`src/design/display_pkg.sv`:
```
// shared screen timing and bitmap constants
// packed structs for position, colour, scan events and load commands
`default_nettype none

package display_pkg;

    // 640x480 at 60 Hz, pixel clock about 25 MHz
    localparam int H_RES   = 640;
    localparam int V_RES   = 480;
    localparam int H_FP    = 16;
    localparam int H_SYNC  = 96;
    localparam int H_BP    = 48;
    localparam int V_FP    = 10;
    localparam int V_SYNC  = 2;
    localparam int V_BP    = 33;
    localparam int H_TOTAL = H_RES + H_FP + H_SYNC + H_BP;  // 800
    localparam int V_TOTAL = V_RES + V_FP + V_SYNC + V_BP;  // 525
    localparam int CORDW   = 10;                            // covers 0..799

    localparam int BMP_W      = 320;
    localparam int BMP_H      = 240;
    localparam int BMP_PIXELS = BMP_W * BMP_H;
    localparam int BMP_ADDRW  = $clog2(BMP_PIXELS);  // 17
    localparam int IDXW       = 4;                   // 16 colours
    localparam int CHANW      = 4;
    localparam int SCALE      = 2;                   // same both ways
    localparam int LB_ADDRW   = $clog2(BMP_W);       // 9

    typedef struct packed {
        logic [CORDW-1:0] sx;
        logic [CORDW-1:0] sy;
        logic             de;     // visible area
        logic             hsync;  // active low
        logic             vsync;  // active low
    } screen_pos_t;

    typedef struct packed {
        logic [CHANW-1:0] r;
        logic [CHANW-1:0] g;
        logic [CHANW-1:0] b;
    } rgb_t;

    typedef struct packed {
        logic line_start;  // sx 0 of a visible line
        logic frame_end;   // last pixel of the frame
    } scan_evt_t;

    // bitmap write: index in data[IDXW-1:0]; palette write: entry in addr[IDXW-1:0]
    typedef struct packed {
        logic                 valid;
        logic                 sel_palette;
        logic [BMP_ADDRW-1:0] addr;
        rgb_t                 data;
    } load_cmd_t;

endpackage

`default_nettype wire

```
`src/design/display_timing.sv`:
```
// 640x480 scan counters with registered sync, data enable
// and the line start / frame end strobes
`default_nettype none
`timescale 1ns/1ps

module display_timing (
    input  wire logic                clk_pix,
    input  wire logic                rst,
    output display_pkg::screen_pos_t pos,
    output display_pkg::scan_evt_t   evt
);
    import display_pkg::*;

    localparam int HS_START = H_RES + H_FP;       // 656
    localparam int HS_END   = HS_START + H_SYNC;  // 752, exclusive
    localparam int VS_START = V_RES + V_FP;       // 490
    localparam int VS_END   = VS_START + V_SYNC;  // 492, exclusive

    logic [CORDW-1:0] nx;  // coordinates of the coming cycle
    logic [CORDW-1:0] ny;
    logic             line_wrap;

    always_comb begin
        line_wrap = (pos.sx == CORDW'(H_TOTAL - 1));
        nx = line_wrap ? '0 : pos.sx + 1'b1;
        ny = pos.sy;
        if (line_wrap) begin
            ny = (pos.sy == CORDW'(V_TOTAL - 1)) ? '0 : pos.sy + 1'b1;
        end
    end

    // everything is decoded from nx/ny so it lines up with the coordinates
    always_ff @(posedge clk_pix) begin
        if (rst) begin
            pos.sx         <= '0;
            pos.sy         <= '0;
            pos.de         <= 1'b0;
            pos.hsync      <= 1'b1;  // inactive
            pos.vsync      <= 1'b1;
            evt.line_start <= 1'b0;
            evt.frame_end  <= 1'b0;
        end else begin
            pos.sx <= nx;
            pos.sy <= ny;
            pos.de <= (nx < CORDW'(H_RES)) && (ny < CORDW'(V_RES));
            pos.hsync <= !((nx >= CORDW'(HS_START)) && (nx < CORDW'(HS_END)));
            pos.vsync <= !((ny >= CORDW'(VS_START)) && (ny < CORDW'(VS_END)));
            // drawing lines only
            evt.line_start <= (nx == '0) && (ny < CORDW'(V_RES));
            evt.frame_end  <= (nx == CORDW'(H_TOTAL - 1)) && (ny == CORDW'(V_TOTAL - 1));
        end
    end

endmodule

`default_nettype wire

```
`config.mk`:
```
export PLATFORM = sky130hd
export DESIGN_NAME = display_timing
export DESIGN_NICKNAME = d
export VERILOG_FILES = /design/src/design/display_pkg.sv /design/src/design/display_timing.sv
export SDC_FILE = /design/constraint.sdc
export NUM_CORES = 1
export LEC_CHECK = 0
export ABC_AREA = 1
export BUFFER_PORTS_ARGS = -buffer_cell sky130_fd_sc_hd__buf_2
export CORE_MARGIN = 2
export CORE_UTILIZATION = 49
export CTS_CLUSTER_SIZE = 24
export DETAILED_ROUTE_END_ITERATION = 16
export PLACE_DENSITY_LB_ADDON = 0.25
export SLEW_MARGIN = 25
export SYNTH_ARGS = -nofsm -noshare
export SYNTH_HDL_FRONTEND = slang
export SYNTH_SLANG_ARGS = --single-unit
```
`constraint.sdc`:
```
create_clock -name clk_pix -period 1.92 [get_ports clk_pix]
set_clock_uncertainty 0.15 [all_clocks]
set_input_delay 0.384 -clock clk_pix [delete_from_list [all_inputs] [get_ports clk_pix]]
set_output_delay 0.384 -clock clk_pix [all_outputs]
set_load 0.1 [all_outputs]
```
---- Word-level counts from Yosys, hierarchy flattened ----
Index checks and enable logic that the tools add are counted.
word-level totals
  register bits ........................... 25
  input bits .............................. 2
  output and inout port bits .............. 25
  word-level logic and storage cells ...... 30
operators by class
  add/sub/neg operators ................... 2
  magnitude comparators ................... 6
  equality and inequality tests ........... 4
  multiplexer cells ....................... 3
  reductions and logical operators ........ 8
operators with widths
  cell                                                                                  count
  10-bit == test, second input constant                                                 4
  10-bit 2-to-1 mux                                                                     3
  10-bit by 1-bit adder with 10-bit output, second input constant                       2
  10-bit less-than comparator, second input constant                                    2
  10-bit by 9-bit less-than comparator with 1-bit output, second input constant         2
  10-bit greater-or-equal comparator, second input constant                             1
  10-bit by 9-bit greater-or-equal comparator with 1-bit output, second input constant  1
  10-bit logical NOT                                                                    1
  1-bit logical AND                                                                     5
  1-bit logical NOT                                                                     2

---- Longest topological paths before layout ----
  depth after elaboration ................. 6
  mapped depth ............................ 12
  mapped depth without buffers ............ 12

---- Worst setup path after synthesis ----
Ideal clock, no wire load.
  path kind ............................... reg-to-reg
  from .................................... register pos[14] in the netlist's numbering
  to ...................................... register evt[1] in the netlist's numbering
  library setup time ...................... 0.117 ns
  arrival ................................. 2.358 ns
  slack ................................... -0.704 ns
  cell stages (with the launch flop) ...... 11
  cells stage by stage .................... dfxtp_1 > ha_1 > nand2_2 > nor2_4 > nand2_2 > nor2_8 > nand3_1 > nand2_1 > nand3_1 > o21ai_1 > nor2_1
between the ends
  cells in the longest elaborated chain, start to end .. 4
RTL lines
  what                                                                                          line                                        text
  start, declared                                                                               display_timing.sv:9                         output display_pkg::screen_pos_t pos,
  10-bit by 1-bit adder with 10-bit output or 10-bit == test (tied branches)                    display_timing.sv:25, display_timing.sv:24
  10-bit 2-to-1 mux, on equally long branches                                                   display_timing.sv:25, display_timing.sv:27
  10-bit logical NOT or 10-bit by 9-bit less-than comparator with 1-bit output (tied branches)  display_timing.sv:49                        evt.line_start <= (nx == '0) && (ny < CORDW'(V_RES));
  1-bit logical AND (*)                                                                         display_timing.sv:49
  end, declared                                                                                 display_timing.sv:10                        output display_pkg::scan_evt_t evt
Mark *: on every way between the ends. The rest lies on a longest branch, timed or not.
A chain may end at the register's enable or synchronous reset.

---- Worst setup path in the final report ----
  from .................................... register pos[3] in the netlist's numbering
  to ...................................... output port pos[3] in the netlist's numbering
No word-level cell between the ends.

==> summary.md <==
| Metric | Value |
|---|---|
| Post-DP HPWL | `2.471 mm` |
| Placement Setup Slack | `0.03048 ns` |
| Most frequent cells after synthesis | `nand2_1 (56), nor2_1 (38), inv_1 (29), dfxtp_1 (25), nand3_1 (14)` |
| Post-synth EDFFs | `0` |
| Synth area leaders | `dfxtp_1 (33%), nand2_1 (14%), nor2_1 (9.5%)` |
| Num CTS Buffers | `3` |
| Fmax achieved | `531.5 MHz` |
| Post-synth top flop | `dfxtp_1` |
| Site Rows | `20` |
| Vias after detailed routing | `1531` |
| Die X | `59.29 um` |
| Path type of the worst setup path | `flop to primary output` |
| DRT iter0 DRCs | `66` |
| Worst endpoint required time | `1.39 ns` |
| IO buf count | `26` |
| First-pass GRT wire length | `5.168 mm` |
| Worst Tran Pin Value | `0.4859 ns` |
| Worst Hold Class | `input pin to flop` |
| Worst-case clock buffer depth | `2` |
| Status | `finished clean` |
| Initial antenna violation count | `0` |
| Core area | `2978 um^2` |
| Maximum vdd drop | `342.6 uV` |
| Fin area | `2007 um^2` |
| TNS Setup | `0 ns` |
| Initial Util | `50.29%` |
| Largest net degree at the start of global routing | `20` |
| Placed Area | `1723 um^2` |
| Vias in the first global route | `1232` |
| Gpl congestion | `0.8026` |
| Core Util, Final | `67.40%` |
| Placed Cells incl. Taps | `279` |
| Routed length per instance | `12.12 um` |
| Number of max-cap violations | `0` |
| Cell taking the most area after synthesis | `dfxtp_1` |
| Final period util | `98.00%` |
| Clk_lat worst skew | `0.34 ns` |
| Area added between synthesis and finish | `34.00%` |
| Post-layout minimum cycle time | `1.882 ns` |
| Fin. Hold Viols | `0` |
| Nets | `274` |
| CP max FO | `4` |
| Internal | `616.3 uW` |
| Die Footprint | `3515 um^2` |
| Worst setup margin | `0.03837 ns` |
| Clk sinks | `25` |
| Post-synth top area share | `33.42%` |
| Final setup violation count | `0` |
| Share of layout cells above drive strength 1 | `40.23%` |
| NetSw | `248.5 uW` |
| Async set-reset flop share out of synthesis | `0%` |
| Final Max Slew Viols | `0` |
| Clk root buf | `clkbuf_4` |
| Layout Cells excl Fill | `299` |
| Gr usage total | `19.37%` |
| Pwr dens | `430.9 nW/um^2` |
| Synth warn | `0` |
| Most frequent cell after synthesis | `nand2_1` |
| Register share of total power | `60.4%` |
| Height of the die | `59.29 um` |
| Startpoint class of the critical path | `flop` |
| RSZ-0062 raised after global routing | `yes` |
| Final WL | `3.623 mm` |
| Register bit total from synthesis | `25` |
| Syn Std Cell Area | `1498 um^2` |
| Synth Net Count | `229` |
| Pleak | `0.0009735 uW` |
| Clock slew at reported path FFs | `0.14 ns` |
| Comb pwr share | `11.5%` |
| Final ANT Viol Nets | `0` |
| DR vias/cell | `5.120` |
| Slew HR | `67.83%` |
| Post-synthesis sequential area ratio | `33.42%` |
| # diodes | `0` |
| Mapped Avg Cell Area | `6.746 um^2` |
| Grt total ovfl | `0` |
| H-Tree Depth | `1` |
| CTS tree | `yes` |
| Net Sw Frac | `28.73%` |
| I/O pin count | `27` |
| Cells after synthesis | `222` |
| Worst EP arrival | `1.35 ns` |
| Crit path capture type | `primary output` |
| DRT Pass-1 Iters | `4` |
| Synth cell types | `31` |
| Power share of the clock group | `28.1%` |
| DR DRC count | `0` |
## cells in the final DEF, fill, tap and decap left out, types with 6 or more instances in the layout
cell,netlist,routed
nand2_1,56,52
nor2_1,38,34
inv_1,29,29
buf_2,1,26
buf_4,0,14
nand3_1,14,11
dfxtp_2,0,10
dfxtp_4,0,10
nand4_1,8,8
nand2_2,4,6
## critical path, stage by stage, from the launching register on
cell and delay [ns]:
dfxtp_4 0.40, buf_12 0.11, buf_4 0.09, buf_2 0.41
## worst paths after layout
path	depth (start not counted)	from	slack, ns	endpoint
max	3	pos[3]$_SDFF_PP0_	0.04	pos[3]
min	3	rst	0.20	pos[1]$_SDFF_PP1_
max reg2reg	9	pos[14]$_SDFF_PP0_	0.07	pos[2]$_SDFF_PP0_
min reg2reg	2	pos[11]$_SDFF_PP0_	0.40	pos[11]$_SDFF_PP0_
## power groups by stage
| stage | Clock, uW | Combinational (uW) | Sequential, uW |
|---|---|---|---|
| global route | 272 | 104 | 524 |
| detailed placement | 0 | 86.3 | 537 |
| CTS | 251 | 86.3 | 525 |
| finish | 243 | 99.6 | 522 |
| floorplan | 0 | 20.8 | 587 |
| global placement | 0 | 86.4 | 536 |
## final cells by class
type	count	area [um^2]
Sequential cell	25	550.5
Clock buffer	3	22.52
Tap cell	33	41.29
Inverter	33	123.9
Fill cell	247	970.9
Timing Repair Buffer	43	286.5
Multi-Input combinational cell	161	977.2
Clock inverter	1	5.005
## routing by layer
metal  routed length, um  track usage, %
met5                   0               0
met4                  49           6.818
met3                 224           2.620
met2                1645           29.51
met1                1703           27.88
## registers in the layout (all words and copies together) (netlist names)
| signal | count |
|---|---|
| evt | 2 |
| pos | 23 |
## through the flow
step / hold WS, ns / power, uW
final: 0.1994 / 864.9
after global routing: 0.2122 / 899.7
after CTS: 0.1920 / 862.4
after detailed placement: 0.3752 / 622.8
after global placement: 0.3773 / 622.2
after floorplan: 0.3867 / 607.6
## cell families (layout without fill, tap and decap cells)
group	after synthesis	in the layout	synth area share (%)
flops	25	25	33.42
buf+inv	37	80	9.857
fa+ha+maj	5	5	4.177
simple gates	137	138	43.69
xor+xnor	3	3	2.256
compound gates	15	15	6.600
## repair_timing
item / 4_1_cts / 5_1_grt
setup endpoints to repair: 0 / 4
hold buffers: 0 / 0
resized for setup: 0 / 28
setup buffers: 0 / 15
(Power assumes the default switching activity.)
