`src/design/display_pkg.sv`:
```
// shared screen timing and bitmap constants
// packed structs for position, colour, scan events and load commands
`default_nettype none

package display_pkg;

    // 640x480 at 60 Hz, pixel clock about 25 MHz
    localparam int H_RES   = 640;
    localparam int V_RES   = 480;
    localparam int H_FP    = 16;
    localparam int H_SYNC  = 96;
    localparam int H_BP    = 48;
    localparam int V_FP    = 10;
    localparam int V_SYNC  = 2;
    localparam int V_BP    = 33;
    localparam int H_TOTAL = H_RES + H_FP + H_SYNC + H_BP;  // 800
    localparam int V_TOTAL = V_RES + V_FP + V_SYNC + V_BP;  // 525
    localparam int CORDW   = 10;                            // covers 0..799

    localparam int BMP_W      = 320;
    localparam int BMP_H      = 240;
    localparam int BMP_PIXELS = BMP_W * BMP_H;
    localparam int BMP_ADDRW  = $clog2(BMP_PIXELS);  // 17
    localparam int IDXW       = 4;                   // 16 colours
    localparam int CHANW      = 4;
    localparam int SCALE      = 2;                   // same both ways
    localparam int LB_ADDRW   = $clog2(BMP_W);       // 9

    typedef struct packed {
        logic [CORDW-1:0] sx;
        logic [CORDW-1:0] sy;
        logic             de;     // visible area
        logic             hsync;  // active low
        logic             vsync;  // active low
    } screen_pos_t;

    typedef struct packed {
        logic [CHANW-1:0] r;
        logic [CHANW-1:0] g;
        logic [CHANW-1:0] b;
    } rgb_t;

    typedef struct packed {
        logic line_start;  // sx 0 of a visible line
        logic frame_end;   // last pixel of the frame
    } scan_evt_t;

    // bitmap write: index in data[IDXW-1:0]; palette write: entry in addr[IDXW-1:0]
    typedef struct packed {
        logic                 valid;
        logic                 sel_palette;
        logic [BMP_ADDRW-1:0] addr;
        rgb_t                 data;
    } load_cmd_t;

endpackage

`default_nettype wire

```
`src/design/line_fetch.sv`:
```
// bitmap row fetch sequencer, one row per two screen lines
// plus the delay line that aligns line-buffer writes with palette output
`default_nettype none
`timescale 1ns/1ps

module line_fetch (
    input  wire logic                              clk_pix,
    input  wire logic                              rst,
    input  wire display_pkg::screen_pos_t          pos,
    input  wire display_pkg::scan_evt_t            evt,
    output logic [display_pkg::BMP_ADDRW-1:0]      bmp_addr,
    output logic                                   lb_we,
    output logic [display_pkg::LB_ADDRW-1:0]       lb_addr,
    output logic                                   lb_bank
);
    import display_pkg::*;

    logic                row0_start;   // last blank line, fetches row 0
    logic                fetch_start;  // a fresh row is due for the next line pair
    logic                fetch_en;     // burst running
    logic [LB_ADDRW-1:0] col;          // column of the address being issued
    logic                bank;         // bank of the row being fetched

    // two stage delay: bitmap read, then palette lookup
    logic [1:0]          we_d;
    logic [LB_ADDRW-1:0] addr_d [2];
    logic [1:0]          bank_d;

    // row r is fetched during screen line 2r-1
    always_comb begin
        row0_start  = (pos.sy == CORDW'(V_TOTAL - 1)) && (pos.sx == '0);
        fetch_start = (evt.line_start && pos.sy[0] && (pos.sy < CORDW'(V_RES - 1)))
                      || row0_start;
    end

    always_ff @(posedge clk_pix) begin
        if (rst) begin
            fetch_en <= 1'b0;
            col      <= '0;
            bmp_addr <= '0;
            bank     <= 1'b0;
        end else if (evt.frame_end) begin
            fetch_en <= 1'b0;  // resync, no burst crosses the frame edge
            col      <= '0;
        end else if (fetch_start) begin
            fetch_en <= 1'b1;
            col      <= '0;
            if (row0_start) begin
                bmp_addr <= '0;    // top of the bitmap
                bank     <= 1'b0;  // row 0 into bank 0
            end else begin
                bank <= ~bank;     // alternate banks row by row
            end
        end else if (fetch_en) begin
            bmp_addr <= bmp_addr + 1'b1;  // running address, rows are contiguous
            col      <= col + 1'b1;
            if (col == LB_ADDRW'(BMP_W - 1)) begin
                fetch_en <= 1'b0;  // 320 reads done
            end
        end
    end

    // write strobe must be cleared by reset
    always_ff @(posedge clk_pix) begin
        if (rst) begin
            we_d <= '0;
        end else begin
            we_d <= {we_d[0], fetch_en};
        end
    end

    always_ff @(posedge clk_pix) begin
        addr_d[0] <= col;
        addr_d[1] <= addr_d[0];
        bank_d    <= {bank_d[0], bank};
    end

    // meets colour_lut output, line buffer registers the write
    assign lb_we   = we_d[1];
    assign lb_addr = addr_d[1];
    assign lb_bank = bank_d[1];

endmodule

`default_nettype wire

```
`config.mk`:
```
export PLATFORM = sky130hd
export DESIGN_NAME = line_fetch
export DESIGN_NICKNAME = d
export VERILOG_FILES = /design/src/design/display_pkg.sv /design/src/design/line_fetch.sv
export SDC_FILE = /design/constraint.sdc
export NUM_CORES = 1
export LEC_CHECK = 0
export ABC_AREA = 0
export BUFFER_PORTS_ARGS = -buffer_cell sky130_fd_sc_hd__buf_2
export CELL_PAD_IN_SITES_DETAIL_PLACEMENT = 1
export CELL_PAD_IN_SITES_GLOBAL_PLACEMENT = 2
export CORE_MARGIN = 5
export CORE_UTILIZATION = 33
export DETAILED_ROUTE_END_ITERATION = 10
export GPL_TIMING_DRIVEN = 1
export PLACE_DENSITY = 0.88
export SLEW_MARGIN = 20
export SYNTH_ARGS = -nofsm -noshare
export SYNTH_HDL_FRONTEND = slang
export SYNTH_SLANG_ARGS = --single-unit
export TNS_END_PERCENT = 1
```
`constraint.sdc`:
```
create_clock -name clk_pix -period 4.7 [get_ports clk_pix]
set_input_delay 0 -clock clk_pix [delete_from_list [all_inputs] [get_ports clk_pix]]
set_output_delay 0 -clock clk_pix [all_outputs]
set_load 0.1 [all_outputs]
```
# After elaboration in Yosys (flattened, before gate mapping)
# Memories as Yosys holds them, arrays and structs flattened.
# Index checks and enable logic that the tools add are counted.
[word_totals] mem_count=1 output_inout_bits=28 latch_bits=0 mem_bits_ro=0 word_cells=32 ff_bits=32 in_bits=27 mem_bits_rw=18
[op_classes] n_div=0 eq_ne=3 n_shift=0 n_bitwise=2 order_cmp=1 n_reduce_logical=10 mul=0 muxes=7 add_sub_neg=2
[mem_list] name="addr_d" depth=2 word_bits=9 read_ports=2 rd_clocked_by_memory_dff=0 write_ports=2 line="line_fetch.sv:26" rtl="logic [LB_ADDRW-1:0] addr_d [2];"
[op_table] op="17-bit two-way mux" n=3
[op_table] op="17-bit by 1-bit adder with 17-bit output (second input constant)" n=1
[op_table] op="10-bit equality test (second input constant)" n=1
[op_table] op="10-bit zero test" n=1
[op_table] op="10-bit by 9-bit < comparator with 1-bit output (second input constant)" n=1
[op_table] op="9-bit by 1-bit adder with 9-bit output (second input constant)" n=1
[op_table] op="9-bit equality test (second input constant)" n=1
[op_table] op="1-bit two-way mux" n=4
[op_table] op="1-bit logical AND" n=3
[op_table] op="3-bit AND reduction" n=1
[op_table] op="3-bit OR reduction" n=1
[op_table] op="2-bit != test (second input constant)" n=1
[op_table] op="1-bit NOT" n=2
[op_table] op="2-bit AND reduction" n=1
[op_table] op="2-bit nonzero test" n=1
[op_table] op="2-bit OR reduction" n=1
[op_table] op="1-bit logical OR" n=1

# Logic depth before layout (Yosys ltp)
[logic_depth] word_depth=5 depth_mapped=6

# Least setup slack after synthesis
# OpenSTA, ideal clock, no wires.
[synth_path] path_kind="reg-to-reg" from="register bmp_addr[1] (netlist bit)" to="register bmp_addr[16] (netlist bit)" setup_slack_ps=2226 t_arrival_ps=2303 required_ps=4530 setup_ps=170 path_stages_with_launch=7 synth_period_minus_slack_ps=2474 cell_sequence="dfxtp_1 > ha_1 > nand3_1 > nor4_1 > and4_1 > nand3b_1 > a31oi_1"
[synth_via] elab_chain_cells=3
[synth_lines] element="start: declaration" line="line_fetch.sv:11" rtl="output logic [display_pkg::BMP_ADDRW-1:0] bmp_addr,"
[synth_lines] element="start signal: assignment" line="line_fetch.sv:55" rtl="bmp_addr <= bmp_addr + 1'b1;"
[synth_lines] element="17-bit by 1-bit adder with 17-bit output" line="line_fetch.sv:55"
[synth_lines] element="17-bit two-way mux" line="line_fetch.sv:54" rtl="end else if (fetch_en) begin"
[synth_lines] element="17-bit two-way mux" line="line_fetch.sv:45" rtl="end else if (fetch_start) begin"
# No other way between the ends. The select of a mux whose other input is x is not followed.
# A chain may end at the register's enable or synchronous reset.

# Worst setup path after layout
[layout_path] from="register bmp_addr[0] (netlist bit)" to="register bmp_addr[16] (netlist bit)"
# Same word-level chain as after synthesis.

==> out/metrics.cfg <==
[run_status]
status = completed

[synth]
synth.area.top_cells = dfxtp_1, a31oi_1, nand3_1
ys_types = 40
synth.yosys.warnings = 0
number_of_instances_in_the_synthesized_netlist = 215
ys_async_sr_fraction_pct = 0
synthDominantCellAreaShare_pct = 49.8
post-synth-top-area-cell = dfxtp_1
syn_area_per_cell_um2 = 9.36
synth_sequential_area_ratio_pct = 49.8
yosys_most_used_dff = dfxtp_1
syn-num-nets = 244
ys_ff_latch = 50
synth_edf_count = 0
syn_area_mm2 = 0.00201

[worst_setup_path]
worstPathBufferInverterCount = 0
cpMaxStageDelayCell = nor4_1
type_of_element_launching_the_critical_path = flop
critPathArrivalTime_ps = 2330
worstPathRequired_ps = 4890
worstSetupEndpointType = flop
critical_path.top_delay_family = simple AND/OR/NAND/NOR gates
path_class = flop to flop
timing.critical_path.cells = ha_1 -> nand3_1 -> nor4_1 -> and4_1 -> nand3b_1 -> a31oi_1
critical_path.max_stage_delay_ps = 630
critPathMaxFanout = 7

[pwr]
power.density_cell_area_mw_per_mm2 = 327
total_power_mw = 0.788
vdd_drop_max_mv = 0.139
power_leakage_nw = 0.949

[final_layout]
flow.area_growth_from_synthesis_pct = 20.0
num-nets-final = 291
layout.cells.most_common_list = buf_2, dfxtp_1, nor2_1, nand3_1, a31oi_1
antenna_cells = 0
layout_commonest_cell = buf_2
post_route_cells_drive_above_1_share_pct = 26.2

[timing]
final_hold_viol_count = 0
max_freq_mhz = 467
worst_clock_skew_ps = 7.74
setup_viol_count_final = 0
slew-limit-headroom_pct = 42.6
setup_repair_after_global_routing_missed_its_margin = false
timing_max_transition_violations_final = 0
sum_of_negative_setup_slack_ps = 0
finalWorstPathRequiredPeriod_ps = 2140
post-route-period-util_pct = 45.6
worst-slew-pin-transition_ps = 859

[route]
num_vias = 1740
routed_via_density = 5.15
route.detailed.wl_per_inst_um = 14.1
routed_wl_um = 4770
drc_errors = 0
detailedRoute.firstPassIterationCount = 4
drt_iter0_markers = 43
final_antenna_net_count = 0

[floorplan]
floorplan.die.height_um = 88.1
placement_rows = 28
die-area_mm2 = 0.00776
floorplan.io_pins = 55
die_w_um = 88.1
floorplan.core_area_mm2 = 0.00592
initial_core_util_pct = 34.0

[placed_design]
place.detailed.hpwl_um = 3570
gp_routability_congestion = 0.815
port_buffers = 51

[clocking]
tritoncts = done
cts-htree-levels = 2
cts_resized = 0
cts_num_sinks = 50
clk_transition_reported_paths_ps = 90
clk-insertion-delay-late_ps = 310
cts_buffers = 5
maximum_root_to_sink_buffer_count = 2
clock_tree.root_cell = clkbuf_8

[global_routing]
grt-ovfl-total = 0
grt.total_usage_pct = 13.3
first_global_vias = 1725
wire_length_of_the_first_global_routing_pass_um = 8020
largest_net_degree_at_the_start_of_global_routing = 20
grt_antenna_before_repair = 0

[hold_path]
min_path_type = input port to flop

[flow_run]
max_cap_violations = 0

tightest hold or removal path, stage by stage:
cell	delay, ps
buf_2	160
nand2_1	80
a31oi_1	60
layer usage:
| metal | wire (um) | GRT usage (%) | vias up |
|---|---|---|---|
| met5 | 0 | 0 | - |
| met2 | 2220 | 20.9 | 49 |
| li1 | - | - | 878 |
| met4 | 84 | 6.18 | 0 |
| met1 | 2200 | 17.0 | 807 |
| met3 | 268 | 3.67 | 6 |
what timing repair did:
action,in CTS,in global routing
endpoints found under the hold margin,4,0
hold buffers,1,0
setup endpoints to repair,0,0
buffers inserted,0,0
cell type report:
class | instances | area, um2
Fill cell | 710 | 3510
Sequential cell | 50 | 1000
Multi-Input combinational cell | 146 | 903
Timing Repair Buffer | 54 | 280
Tap cell | 75 | 93.8
Clock buffer | 5 | 68.8
Clock inverter | 3 | 47.5
Inverter | 5 | 18.8
cell usage after synthesis (2+ instances only):
library cell / number
inv_1: 5
o21ai_0: 5
xor2_1: 5
buf_4: 9
and4_1: 2
or3_1: 2
xnor2_1: 3
clkbuf_1: 3
nor4_1: 6
nand3b_1: 4
a31oi_1: 18
and2_1: 2
nand4b_1: 3
o31ai_1: 2
nand3_1: 21
nand2_1: 13
and3_1: 4
nor2_1: 21
buf_2: 2
nand4_1: 6
ha_1: 2
nand2_2: 2
a211o_1: 2
nand2b_1: 3
o211ai_1: 2
a21oi_1: 3
a211oi_1: 2
dfxtp_1: 50
nor3_1: 2
worst paths after layout:
path,startpoint,endpoint,slack (ps),cells after the start
setup / recovery,bmp_addr[0]$_SDFFE_PP0P_,bmp_addr[16]$_SDFFE_PP0P_,2560,6
hold / removal,evt[0],bmp_addr[5]$_SDFFE_PP0P_,40,3
setup reg to reg,bmp_addr[0]$_SDFFE_PP0P_,bmp_addr[16]$_SDFFE_PP0P_,2560,6
hold reg to reg,addr_d[0][3]$_DFF_P_,addr_d[0][12]$_DFF_P_,330,0
sequential cells by signal, indices dropped and copies added, names as in the netlist:
name      flops
col           9
bank_d        2
bmp_addr     17
we_d          2
addr_d       18
fetch_en      1
bank          1
logic make-up after synthesis:
group,share of synthesized area [%]
mux,0.498
flops,49.8
fa+ha+maj,1.24
simple gates,25.9
buf+inv,5.35
compound gates,13.8
xor+xnor,3.48
per-stage QoR:
stage               utilization [%]  hold slack (ps)  instances  area (um2)  setup slack, ps
global route                   40.8             50.5        338        2410             2360
CTS                            40.8             26.5        338        2410             2570
detailed placement             38.6              296        329        2290             2580
floorplan                         -              284        215        2010             2230
finish                         40.8             35.9        338        2410             2560
global placement               38.6              291        329        2290             2700
where the power goes:
part,switching (mW),internal [mW]
Combinational,0.0338,0.0160
Sequential,0.00274,0.426
Clock,0.148,0.161
Total,0.185,0.604
(Power assumes the default switching activity.)
