<file path="src/design/display_pkg.sv">
// shared screen timing and bitmap constants
// packed structs for position, colour, scan events and load commands
`default_nettype none

package display_pkg;

    // 640x480 at 60 Hz, pixel clock about 25 MHz
    localparam int H_RES   = 640;
    localparam int V_RES   = 480;
    localparam int H_FP    = 16;
    localparam int H_SYNC  = 96;
    localparam int H_BP    = 48;
    localparam int V_FP    = 10;
    localparam int V_SYNC  = 2;
    localparam int V_BP    = 33;
    localparam int H_TOTAL = H_RES + H_FP + H_SYNC + H_BP;  // 800
    localparam int V_TOTAL = V_RES + V_FP + V_SYNC + V_BP;  // 525
    localparam int CORDW   = 10;                            // covers 0..799

    localparam int BMP_W      = 320;
    localparam int BMP_H      = 240;
    localparam int BMP_PIXELS = BMP_W * BMP_H;
    localparam int BMP_ADDRW  = $clog2(BMP_PIXELS);  // 17
    localparam int IDXW       = 4;                   // 16 colours
    localparam int CHANW      = 4;
    localparam int SCALE      = 2;                   // same both ways
    localparam int LB_ADDRW   = $clog2(BMP_W);       // 9

    typedef struct packed {
        logic [CORDW-1:0] sx;
        logic [CORDW-1:0] sy;
        logic             de;     // visible area
        logic             hsync;  // active low
        logic             vsync;  // active low
    } screen_pos_t;

    typedef struct packed {
        logic [CHANW-1:0] r;
        logic [CHANW-1:0] g;
        logic [CHANW-1:0] b;
    } rgb_t;

    typedef struct packed {
        logic line_start;  // sx 0 of a visible line
        logic frame_end;   // last pixel of the frame
    } scan_evt_t;

    // bitmap write: index in data[IDXW-1:0]; palette write: entry in addr[IDXW-1:0]
    typedef struct packed {
        logic                 valid;
        logic                 sel_palette;
        logic [BMP_ADDRW-1:0] addr;
        rgb_t                 data;
    } load_cmd_t;

endpackage

`default_nettype wire

</file>
<file path="src/design/colour_lut.sv">
// 16-entry palette, index to 12-bit rgb
// written from the load port, registered lookup
`default_nettype none
`timescale 1ns/1ps

module colour_lut (
    input  wire logic                       clk_pix,
    input  wire display_pkg::load_cmd_t     load,
    input  wire logic [display_pkg::IDXW-1:0] idx,
    output display_pkg::rgb_t               colour
);
    import display_pkg::*;

    rgb_t palette [2**IDXW];  // small, maps to distributed ram
    logic pal_we;

    always_comb begin
        pal_we = load.valid && load.sel_palette;
    end

    // entry number sits in the low address bits
    always_ff @(posedge clk_pix) begin
        if (pal_we) begin
            palette[load.addr[IDXW-1:0]] <= load.data;
        end
    end

    // one cycle lookup
    always_ff @(posedge clk_pix) begin
        colour <= palette[idx];
    end

endmodule

`default_nettype wire

</file>
<file path="config.mk">
export PLATFORM = sky130hd
export DESIGN_NAME = colour_lut
export DESIGN_NICKNAME = d
export VERILOG_FILES = /design/src/design/display_pkg.sv /design/src/design/colour_lut.sv
export SDC_FILE = /design/constraint.sdc
export NUM_CORES = 1
export LEC_CHECK = 0
export BUFFER_PORTS_ARGS = -buffer_cell sky130_fd_sc_hd__buf_2
export CAP_MARGIN = 20
export CORE_ASPECT_RATIO = 1.4
export CORE_MARGIN = 8
export CORE_UTILIZATION = 55
export CTS_CLUSTER_SIZE = 25
export DETAILED_ROUTE_END_ITERATION = 10
export GPL_TIMING_DRIVEN = 0
export PLACE_DENSITY = 0.8
export SLEW_MARGIN = 20
export SYNTH_ARGS = -nofsm -noshare
export SYNTH_HDL_FRONTEND = slang
export SYNTH_SLANG_ARGS = --single-unit
</file>
<file path="constraint.sdc">
create_clock -name clk_pix -period 2.4 [get_ports clk_pix]
set_input_delay 0.36 -clock clk_pix [delete_from_list [all_inputs] [get_ports clk_pix]]
set_output_delay 0.36 -clock clk_pix [all_outputs]
set_load 0.1 [all_outputs]
</file>
# Yosys cells after proc, flatten, opt, wreduce, memory -nomap -nowiden
# Memory sizes are Yosys's and may differ from the RTL's. A register that Yosys moved wholly into a read port is not among the register bits.
# Index checks and enable logic that the tools add are counted.
classes:
  muxes: 2
  reduce_logical: 1
op_table:
  columns: ["op", "count"]
  rows:
  - ["two-way mux 1 bit", 2]
  - ["logical AND 1 bit", 1]
word_totals:
  ram_bits: 192
  output_inout_bits: 12
  regBits: 0
  elab_cells: 4
  input_bits: 36
  mem_count: 1
mem_list:
  columns: ["memory", "words", "word_bits", "rd", "rd_ports_with_merged_regs", "write_ports", "line_no", "source"]
  rows:
  - ["palette", 16, 12, 1, 1, 1, "colour_lut.sv:14", "rgb_t palette [2**IDXW];"]

# Logic depth before layout (Yosys ltp)
# Gate-level depths: netlist of the first run.
logic_depth:
  word_depth: 3
  ltp_mapped: 5
  mapped_depth_nobuf: 3

# Worst setup path before layout of the first run
# OpenSTA, ideal clock, no wires.
synth_timing:
  path_type: "input port to flip-flop"
  from: "in load[14] (netlist bit)"
  to: "mem palette[0][0] (netlist bit), enable pin"
  stages: 2
  slack_ns: 0.346
  required_ns: 2.004
  arrival_ns: 1.658
  path_buffers: 0
  setup_ns: 0.396
  path_cell_list: "or3_1 nor3_1"
synth_rtl:
  columns: ["element", "line_no", "source"]
  rows:
  - ["start: declaration", "colour_lut.sv:8", "input wire display_pkg::load_cmd_t load,"]
  - ["end: declaration", "colour_lut.sv:14", null]
# No word-level cell before the write port.

# Worst setup path in the final report of the first run
layout_timing:
  from: "in load[14] (netlist bit)"
  to: "mem palette[8][11] (netlist bit), enable pin"
# No word-level cell before the write port.

==> results of run 1 <==
[synth_stat cells, drive strengths merged]
cell type	number	area (um^2)
a22oi	24	180
and2	1	6.26
buf	8	76.3
clkbuf	6	22.5
dfxtp	12	240
edfxtp	192	5770
mux4	48	1140
nand2	14	52.6
nand2b	2	12.5
nand4	1	6.26
nand4b	2	17.5
nor2	13	48.8
nor2b	2	12.5
nor3	4	20.0
or3	1	6.26
[logic make-up after synthesis]
logic type / share of synthesized area
AND/OR/NAND/NOR: 0.0240
flip-flops: 0.790
multiplexers: 0.150
buffers and inverters: 0.0130
AO/OA/AOI/OAI: 0.0237
[power breakdown]
part           internal, mW  switching, mW
logic                 0.140          0.364
registers              3.95         0.0143
clock network          1.56           1.20
[flip-flops by register name, indices dropped and copies added, names as in the netlist]
name and flops:
palette 192, colour 12
[layout by cell type (no fill, tap or decap), drive strengths merged]
cell type and n:
a22oi 24, and2 1, buf 44, bufinv 1
clkbuf 29, clkinv 9, dfxtp 12, edfxtp 192
mux4 48, nand2 14, nand2b 2, nand4 1
nand4b 2, nor2 13, nor2b 2, nor3 4
or3 1
[metal layers]
layer  vias up  part of all wire  track usage
met3        35             0.070       0.0279
met4         0             0.036       0.0873
met2       154              0.53        0.305
li1       1524                 -            -
met1      1843              0.36        0.212
met5         -                 0            0
[metrics by stage]
| stage | std cells | util | instance area [um^2] |
|---|---|---|---|
| after floorplan | 330 | - | 7600 |
| after global placement | 547 | 0.583 | 8000 |
| after detailed placement | 551 | 0.590 | 8090 |
| after CTS | 584 | 0.630 | 8640 |
| after global routing | 584 | 0.630 | 8640 |
| final | 584 | 0.630 | 8640 |
[final cells by class]
class / count / area, um^2
timing repair buffer: 36 / 201
multi-input combinational: 112 / 1550
clock inverter: 10 / 66.3
tap: 185 / 231
clock buffer: 23 / 490
buffer: 14 / 98.8
sequential: 204 / 6010
fill: 871 / 5070
[final timing paths]
| kind | startpoint | cells after the start | endpoint |
|---|---|---|---|
| worst min-delay path | load[4] | 1 | palette[12][4] |
| worst max-delay path | load[14] | 4 | palette[8][11] |
| worst min register to register | palette[12][5] | 3 | colour[5] |
| worst max register to register | palette[1][3] | 3 | colour[3] |
==> run summary, run 1 <==
Vias per cell - 6.09
Post-synth net total - 366
R2R Setup Slk - 0.95 ns
Largest net degree at the start of global routing - 17
Period utilisation layout - 0.688
Die Y - 155 um
Ant. Diodes - 0
Drt total wl - 15200 um
First-pass GRT wire length - 23000 um
Postcts setup bufs - 0
Yosys reg bits - 204
Total number of H-tree levels - 1
DRT iter0 DRCs - 297
Unrepaired setup endpoints after global routing - false
Max-Cap Viols - 0
Row cnt - 51
Mean routed wirelength per cell - 26.0 um
Area grow syn2layout - 13.7%
Delay-heaviest family, CP - simple AND/OR/NAND/NOR gates
Final setup violating endpoints - 0
Post-synthesis cell type count - 18
Worst EP required - 2.59 ns
Hold WS - 0.271 ns
TritonCTS buffer count - 19
GPL Wtd Cong - 0.785
Syn Area/Cell - 23.0 um^2
Max VDD drop - 721 uV
Slowest stage delay, CP - 0.68 ns
Clock Path Buffers - 3
Crit-path cells - buf_2 > nand4b_1 > nor3_2 > buf_4
Root buf cell - clkbuf_16
Worst Max-Slew Pin Slew - 0.825 ns
Worst-path clk slew - 0.06 ns
CTS tree - done
CP startpoint kind - input port
Crit. End Element - flop
Die ar. - 0.0179 mm^2
Initial antenna violation count - 0
Clock Sink Count - 204
Core ar. - 0.0137 mm^2
Pre-CTS setup slack - 0.268 ns
Worst min path class - in -> reg
Rel. slew slack - 0.449
DRT Pass-1 Iters - 4
Final worst path period need - 1.65 ns
Share of layout cells above drive strength 1 - 0.288
GRT Util Overall - 0.178
Vias in the first global route - 3767
CP Data Arrival Time - 1.84 ns
Critical path type - in -> reg
Cells after synthesis - 330
CTS resizes - 0
Synthesized area - 0.00760 mm^2
Post-DP HPWL - 9650 um
FMAX - 606 MHz
Starting Density - 0.554
Routed vias - 3556
PD cells - 836 mW/mm^2
Outcome - completed
Boundary Pins - 48
Die X - 115 um
Setup WS post-layout - 0.750 ns
Final Hold Viols - 0
Total negative slack - 0 ns
Crit-path max FO - 7
NumNets Final - 423
CTS Hold Bufs - 0
CP bufs+invs - 2
Antenna Violating Nets Remaining - 0
Max-slew violation count - 0
Final setup skew - 0.0153 ns
Slowest cell on crit path - nor3_2
Residual DRC count - 0
Worst skew pair latency - 0.48 ns
Overflow after GRT - 0
Seq/Total Area, Yosys - 0.790
IO Port Bufs - 32
Final Power - 7.23 mW
P_leak - 2.81 nW
Synthesis warning total - 0
Power figures use the tool's default switching activity.
==> run 2, diff against run 1 <==
CORE_UTILIZATION = 54   (was 55)
PLACE_DENSITY = 0.82   (was 0.8)
clock period = 1.45 ns   (was 2.4 ns; I/O delays follow)
==> run 2 against run 1 <==
Net effect: worst setup slack got worse by 0.73 ns; total power increased by 64%; clock skew decreased by 0.0059 ns; global-route usage decreased by 0.41 points; worst hold slack got worse by 0.14 ns; clock power increased by 62%; combinational power increased by 67%.
==> run summary, run 2 (synthesis results as in run 1) <==
Outcome - completed
P_leak - 2.81 nW (-0.25%)
CP startpoint kind - flop
Overflow after GRT - 0 (unchanged)
Cell Count, Final, Fillers Out - 580 (-0.68%)
Clock Path Buffers - 3 (unchanged)
Initial antenna violation count - 0 (unchanged)
GPL Wtd Cong - 0.748 (-4.7%)
Die ar. - 0.0182 mm^2 (+1.6%)
Pre-CTS setup slack - -0.583 ns (-0.851 ns)
Antenna Violating Nets Remaining - 0 (unchanged)
Root buf cell - clkbuf_16
Share of layout cells above drive strength 1 - 0.289 (+0.000387)
IO Port Bufs - 32 (unchanged)
Vias per cell - 6.07 (-0.39%)
DRT Pass-1 Iters - 5 (+1)
CTS tree - done
Routed vias - 3518 (-1.1%)
Max-slew violation count - 0 (unchanged)
Final instance area - 0.00864 mm^2 (about the same)
Total negative slack - 0 ns (unchanged)
Mean routed wirelength per cell - 25.8 um (-0.88%)
Ant. Diodes - 0 (unchanged)
TritonCTS buffer count - 18 (-1)
PD cells - 1380 mW/mm^2 (+65%)
Worst min path class - in -> reg
Final Power - 11.9 mW (+64%)
Number of flip-flops in the largest register - 192 (unchanged)
Most frequent cells in the layout - 192 x edfxtp_1, 34 x buf_2, 33 x mux4_2
Critical path type - reg -> reg
Clock Sink Count - 204 (unchanged)
Worst EP required - 1.81 ns (-0.78 ns)
DP Area - 0.00807 mm^2 (-0.23%)
Unrepaired setup endpoints after global routing - false
Final Hold Viols - 0 (unchanged)
Worst Max-Slew Pin Slew - 0.856 ns (+0.0314 ns)
Inst Count DP - 549 (-0.36%)
Worst-path clk slew - 0.07 ns (about the same)
FMAX - 698 MHz
Commonest non-fill, non-tap cell in the layout - edfxtp_1
CP Data Arrival Time - 1.79 ns (-0.05 ns)
Rel. slew slack - 0.428 (-0.0210)
Total number of H-tree levels - 1 (unchanged)
Drt total wl - 15000 um (-1.6%)
Area grow syn2layout - 13.6% (about the same)
Core ar. - 0.0138 mm^2 (+0.93%)
Max-Cap Viols - 0 (unchanged)
Crit. End Element - flop
Starting Density - 0.549 (-0.00511)
First-pass GRT wire length - 22900 um (-0.39%)
CTS Hold Bufs - 0 (unchanged)
Final setup violating endpoints - 0 (unchanged)
Postcts setup bufs - 0 (unchanged)
Fin util - 0.624 (-0.00608)
Post-DP HPWL - 9450 um (-2.1%)
Setup WS post-layout - 0.0176 ns (-0.732 ns)
Final worst path period need - 1.43 ns
Die X - 116 um (+0.79%)
Row cnt - 51 (unchanged)
DRT iter0 DRCs - 302 (+1.7%)
Residual DRC count - 0 (unchanged)
Final setup skew - 0.00940 ns (-0.00589 ns)
NumNets Final - 420 (-0.71%)
Hold WS - 0.128 ns (-0.143 ns)
Die Y - 156 um (+0.83%)
Period utilisation layout - 0.988
Worst skew pair latency - 0.48 ns (about the same)
Max VDD drop - 1110 uV (+54%)
GRT Util Overall - 0.173 (-0.00407)
Vias in the first global route - 3841 (+2.0%)
Crit-path max FO - 1 (-6)
Largest net degree at the start of global routing - 17 (unchanged)
Boundary Pins - 48 (unchanged)
-- run 2: cell types whose count changed in the layout (fill, tap and decap cells not counted), moves of 2 or more --
cell | before | now
nor3_2 | 4 | 0
nor2_2 | 12 | 10
buf_2 | 37 | 34
clkbuf_1 | 10 | 13
buf_6 | 4 | 1
nor2_1 | 1 | 3
nor3_4 | 0 | 4
clkbuf_8 | 0 | 2
buf_4 | 1 | 3
clkinv_1 | 7 | 0
clkbuf_4 | 0 | 2
-- run 2: layout make-up --
cell class | instances | area (um^2)
sequential | 204 | 6010
fill | 902 | 5210
multi-input combinational | 112 | 1580
clock buffer | 28 | 529
tap | 185 | 231
timing repair buffer | 34 | 183
buffer | 14 | 98.8
clock inverter | 3 | 17.5
-- run 2: final timing paths --
kind	start	to	slack, ns	cells after the start
max reg2reg	palette[1][11]	colour[11]	0.02	3
max	palette[1][11]	colour[11]	0.02	3
min	load[8]	palette[4][8]	0.13	1
min reg2reg	palette[13][5]	colour[5]	0.68	3
-- run 2: layer usage --
metal  up-vias  GRT usage  wire length (um)
li1       1514          -                 -
met1      1838      0.207              5580
met2       130      0.303              8160
met3        36     0.0309               831
met4         0     0.0701               397
met5         -          0                 0
-- run 2: where the power goes --
part / switching (mW) / internal (mW) / total, mW
Sequential: 0.0233 / 6.54 / 6.56
Clock: 1.97 / 2.51 / 4.48
Combinational: 0.607 / 0.237 / 0.844
-- run 2: what timing repair did --
item / CTS / global route
gates resized for setup: 2 / 3
hold endpoints to repair: 0 / 0
setup endpoints to repair: 13 / 3
-- run 2: worst max-delay path: stages, from the launching register on --
cell	delay [ns]
edfxtp_1	0.37
mux4_1	0.57
a22oi_1	0.28
nand2_1	0.10
==> run 3, diff against run 2 <==
RECOVER_POWER = 50   (was not set)
==> run 3 against run 2 <==
Net effect: clock skew fell by 0.0013 ns; core utilization down 0.12 points; fmax grew 0.44%; register-to-register slack about the same; total power hardly changed; die area stayed put; combinational power about the same; first-iteration DRC count grew 5.3%; non-clock buffer count unchanged; global-route usage unchanged; largest power group unchanged; highest routed layer unchanged.
==> run summary, run 3 (synthesis results as in run 1) <==
Setup WS post-layout - 0.0239 ns (+0.00626 ns)
Hold Startpoint - idx[2]
TritonCTS buffer count - 18 (unchanged)
Post-DP HPWL - 9450 um (unchanged)
Rel. slew slack - 0.436 (+0.00712)
Sw Pwr - 2.60 mW (about the same)
Combinational Power Share - 0.071 (about the same)
GRT Util Overall - 0.173 (unchanged)
Share of layout cells above drive strength 1 - 0.256 (-0.0329)
Crit. End Element - flop
Sw frac - 0.219 (about the same)
CP Data Arrival Time - 1.78 ns (about the same)
Root buf cell - clkbuf_16
R2R Setup Slk - 0.02 ns (about the same)
Final worst path period need - 1.43 ns (-0.00626 ns)
PD cells - 1380 mW/mm^2 (+0.17%)
CP startpoint kind - flop
Unrepaired setup endpoints after global routing - false
Starting Density - 0.549 (unchanged)
Vias in the first global route - 3841 (unchanged)
Pre-CTS setup slack - -0.583 ns (unchanged)
Number of flip-flops in the largest register - 192 (unchanged)
Residual DRC count - 0 (unchanged)
Outcome - completed
Die Y - 156 um (unchanged)
Final setup skew - 0.00807 ns (-0.00132 ns)
Ant. Diodes - 0 (unchanged)
Drt total wl - 15000 um (about the same)
Max-Cap Viols - 0 (unchanged)
Clk pwr share - 0.377 (about the same)
Worst-case reg-to-reg path depth - 3 (unchanged)
Final Hold Viols - 0 (unchanged)
FMAX - 701 MHz (+0.44%)
Overflow after GRT - 0 (unchanged)
Worst reg2reg endpoint - colour[11]
Setup crit start - palette[1][11]
DRT iter0 DRCs - 318 (+5.3%)
DRT Pass-1 Iters - 4 (-1)
Worst Max-Slew Pin Slew - 0.846 ns (-0.0107 ns)
Max VDD drop - 1110 uV (+0.30%)
P_int - 9.29 mW (about the same)
Final Power - 11.9 mW (about the same)
P_leak - 2.77 nW (-1.3%)
Area grow syn2layout - 13.4%
Max-slew violation count - 0 (unchanged)
Final instance area - 0.00862 mm^2 (-0.19%)
Total number of H-tree levels - 1 (unchanged)
Die X - 116 um (unchanged)
DP Area - 0.00807 mm^2 (unchanged)
Fillcell total - 911 (+1.0%)
R2R Path Start - palette[1][11]
Clock Path Buffers - 3 (unchanged)
Row cnt - 51 (unchanged)
First-pass GRT wire length - 22900 um (unchanged)
Period utilisation layout - 0.984 (-0.00432)
Die ar. - 0.0182 mm^2 (unchanged)
Vias per cell - 6.10 (+0.60%)
GPL Wtd Cong - 0.748 (unchanged)
Crit-path max FO - 1 (unchanged)
Final setup violating endpoints - 0 (unchanged)
Initial antenna violation count - 0 (unchanged)
IO Port Bufs - 32 (unchanged)
Worst setup endpoint - colour[11]
Boundary Pins - 48 (unchanged)
Mean routed wirelength per cell - 25.8 um (about the same)
Routed vias - 3539 (+0.60%)
CTS Hold Bufs - 0 (unchanged)
Most frequent cells in the layout - 192 x edfxtp_1, 33 x mux4_2, 26 x clkbuf_1
Critical path type - reg -> reg
Largest net degree at the start of global routing - 17 (unchanged)
Postcts setup bufs - 0 (unchanged)
Core ar. - 0.0138 mm^2 (unchanged)
Commonest non-fill, non-tap cell in the layout - edfxtp_1
Clock Sink Count - 204 (unchanged)
NumNets Final - 420 (unchanged)
Antenna Violating Nets Remaining - 0 (unchanged)
Worst min path class - in -> reg
Register share of total power - 0.552 (about the same)
CTS tree - done
Worst EP required - 1.81 ns (about the same)
Worst skew pair latency - 0.48 ns (about the same)
Worst-path clk slew - 0.07 ns (about the same)
-- run 3: cell types whose count changed in the layout (fill, tap and decap cells not counted), sizes merged --
cell,before,now
clkbuf,36,49
buf,40,27
-- run 3: worst min path at each step --
| stage | endpoint | slack, ns | cells past startpoint |
|---|---|---|---|
| global route | colour[11] | 0.23 | 4 |
| finish | colour[11] | 0.24 | 4 |
| floorplan | palette[0][0] | 0.32 | 0 |
| global placement | palette[6][10] | 0.59 | 1 |
| CTS | palette[12][5] | 0.12 | 1 |
| detailed placement | palette[7][8] | 0.61 | 1 |
-- run 3: cell type report --
type	count	area, um^2	share of cell area
flip-flops and latches	204	6010	0.696
multi-input cells	112	1580	0.183
clock buffers	28	529	0.0614
well taps	185	231	0.0268
repair buffers	34	166	0.0193
plain buffers	14	98.8	0.0115
clock inverters	3	17.5	0.00203
-- run 3: routing by layer --
metal / up-vias / global-route usage / part of all wire
met5: - / 0 / 0
met3: 34 / 0.0309 / 0.064
li1: 1512 / - / -
met1: 1865 / 0.207 / 0.36
met2: 128 / 0.303 / 0.55
met4: 0 / 0.0701 / 0.025
-- run 3: critical path, cell delays in order (launching register included) --
cell,delay [ns]
edfxtp_1,0.37
mux4_1,0.57
a22oi_1,0.28
nand2_1,0.10
-- run 3: power by group through the flow --
stage / clock network [mW] / registers [mW] / logic [mW]
floorplan: 0 / 6.96 / 0.296
global placement: 0 / 6.68 / 0.803
detailed placement: 0 / 6.69 / 0.832
CTS: 4.51 / 6.56 / 0.845
global route: 4.73 / 6.57 / 0.880
finish: 4.48 / 6.56 / 0.841
-- run 3: through the flow --
| stage | std cells | hold slack (ns) | util | TNS, ns |
|---|---|---|---|---|
| final | 580 | 0.243 | 0.623 | 0 |
| after global placement | 547 | 0.587 | 0.579 | -100.97 |
| after detailed placement | 549 | 0.614 | 0.583 | -65.49 |
| after global routing | 580 | 0.234 | 0.623 | 0 |
| after floorplan | 330 | 0.316 | - | -5.62 |
| after CTS | 580 | 0.120 | 0.623 | 0 |
-- run 3: timing repair --
action,CTS,global route
gates cloned,0,0
setup endpoints to repair,13,3
resized for setup,2,3
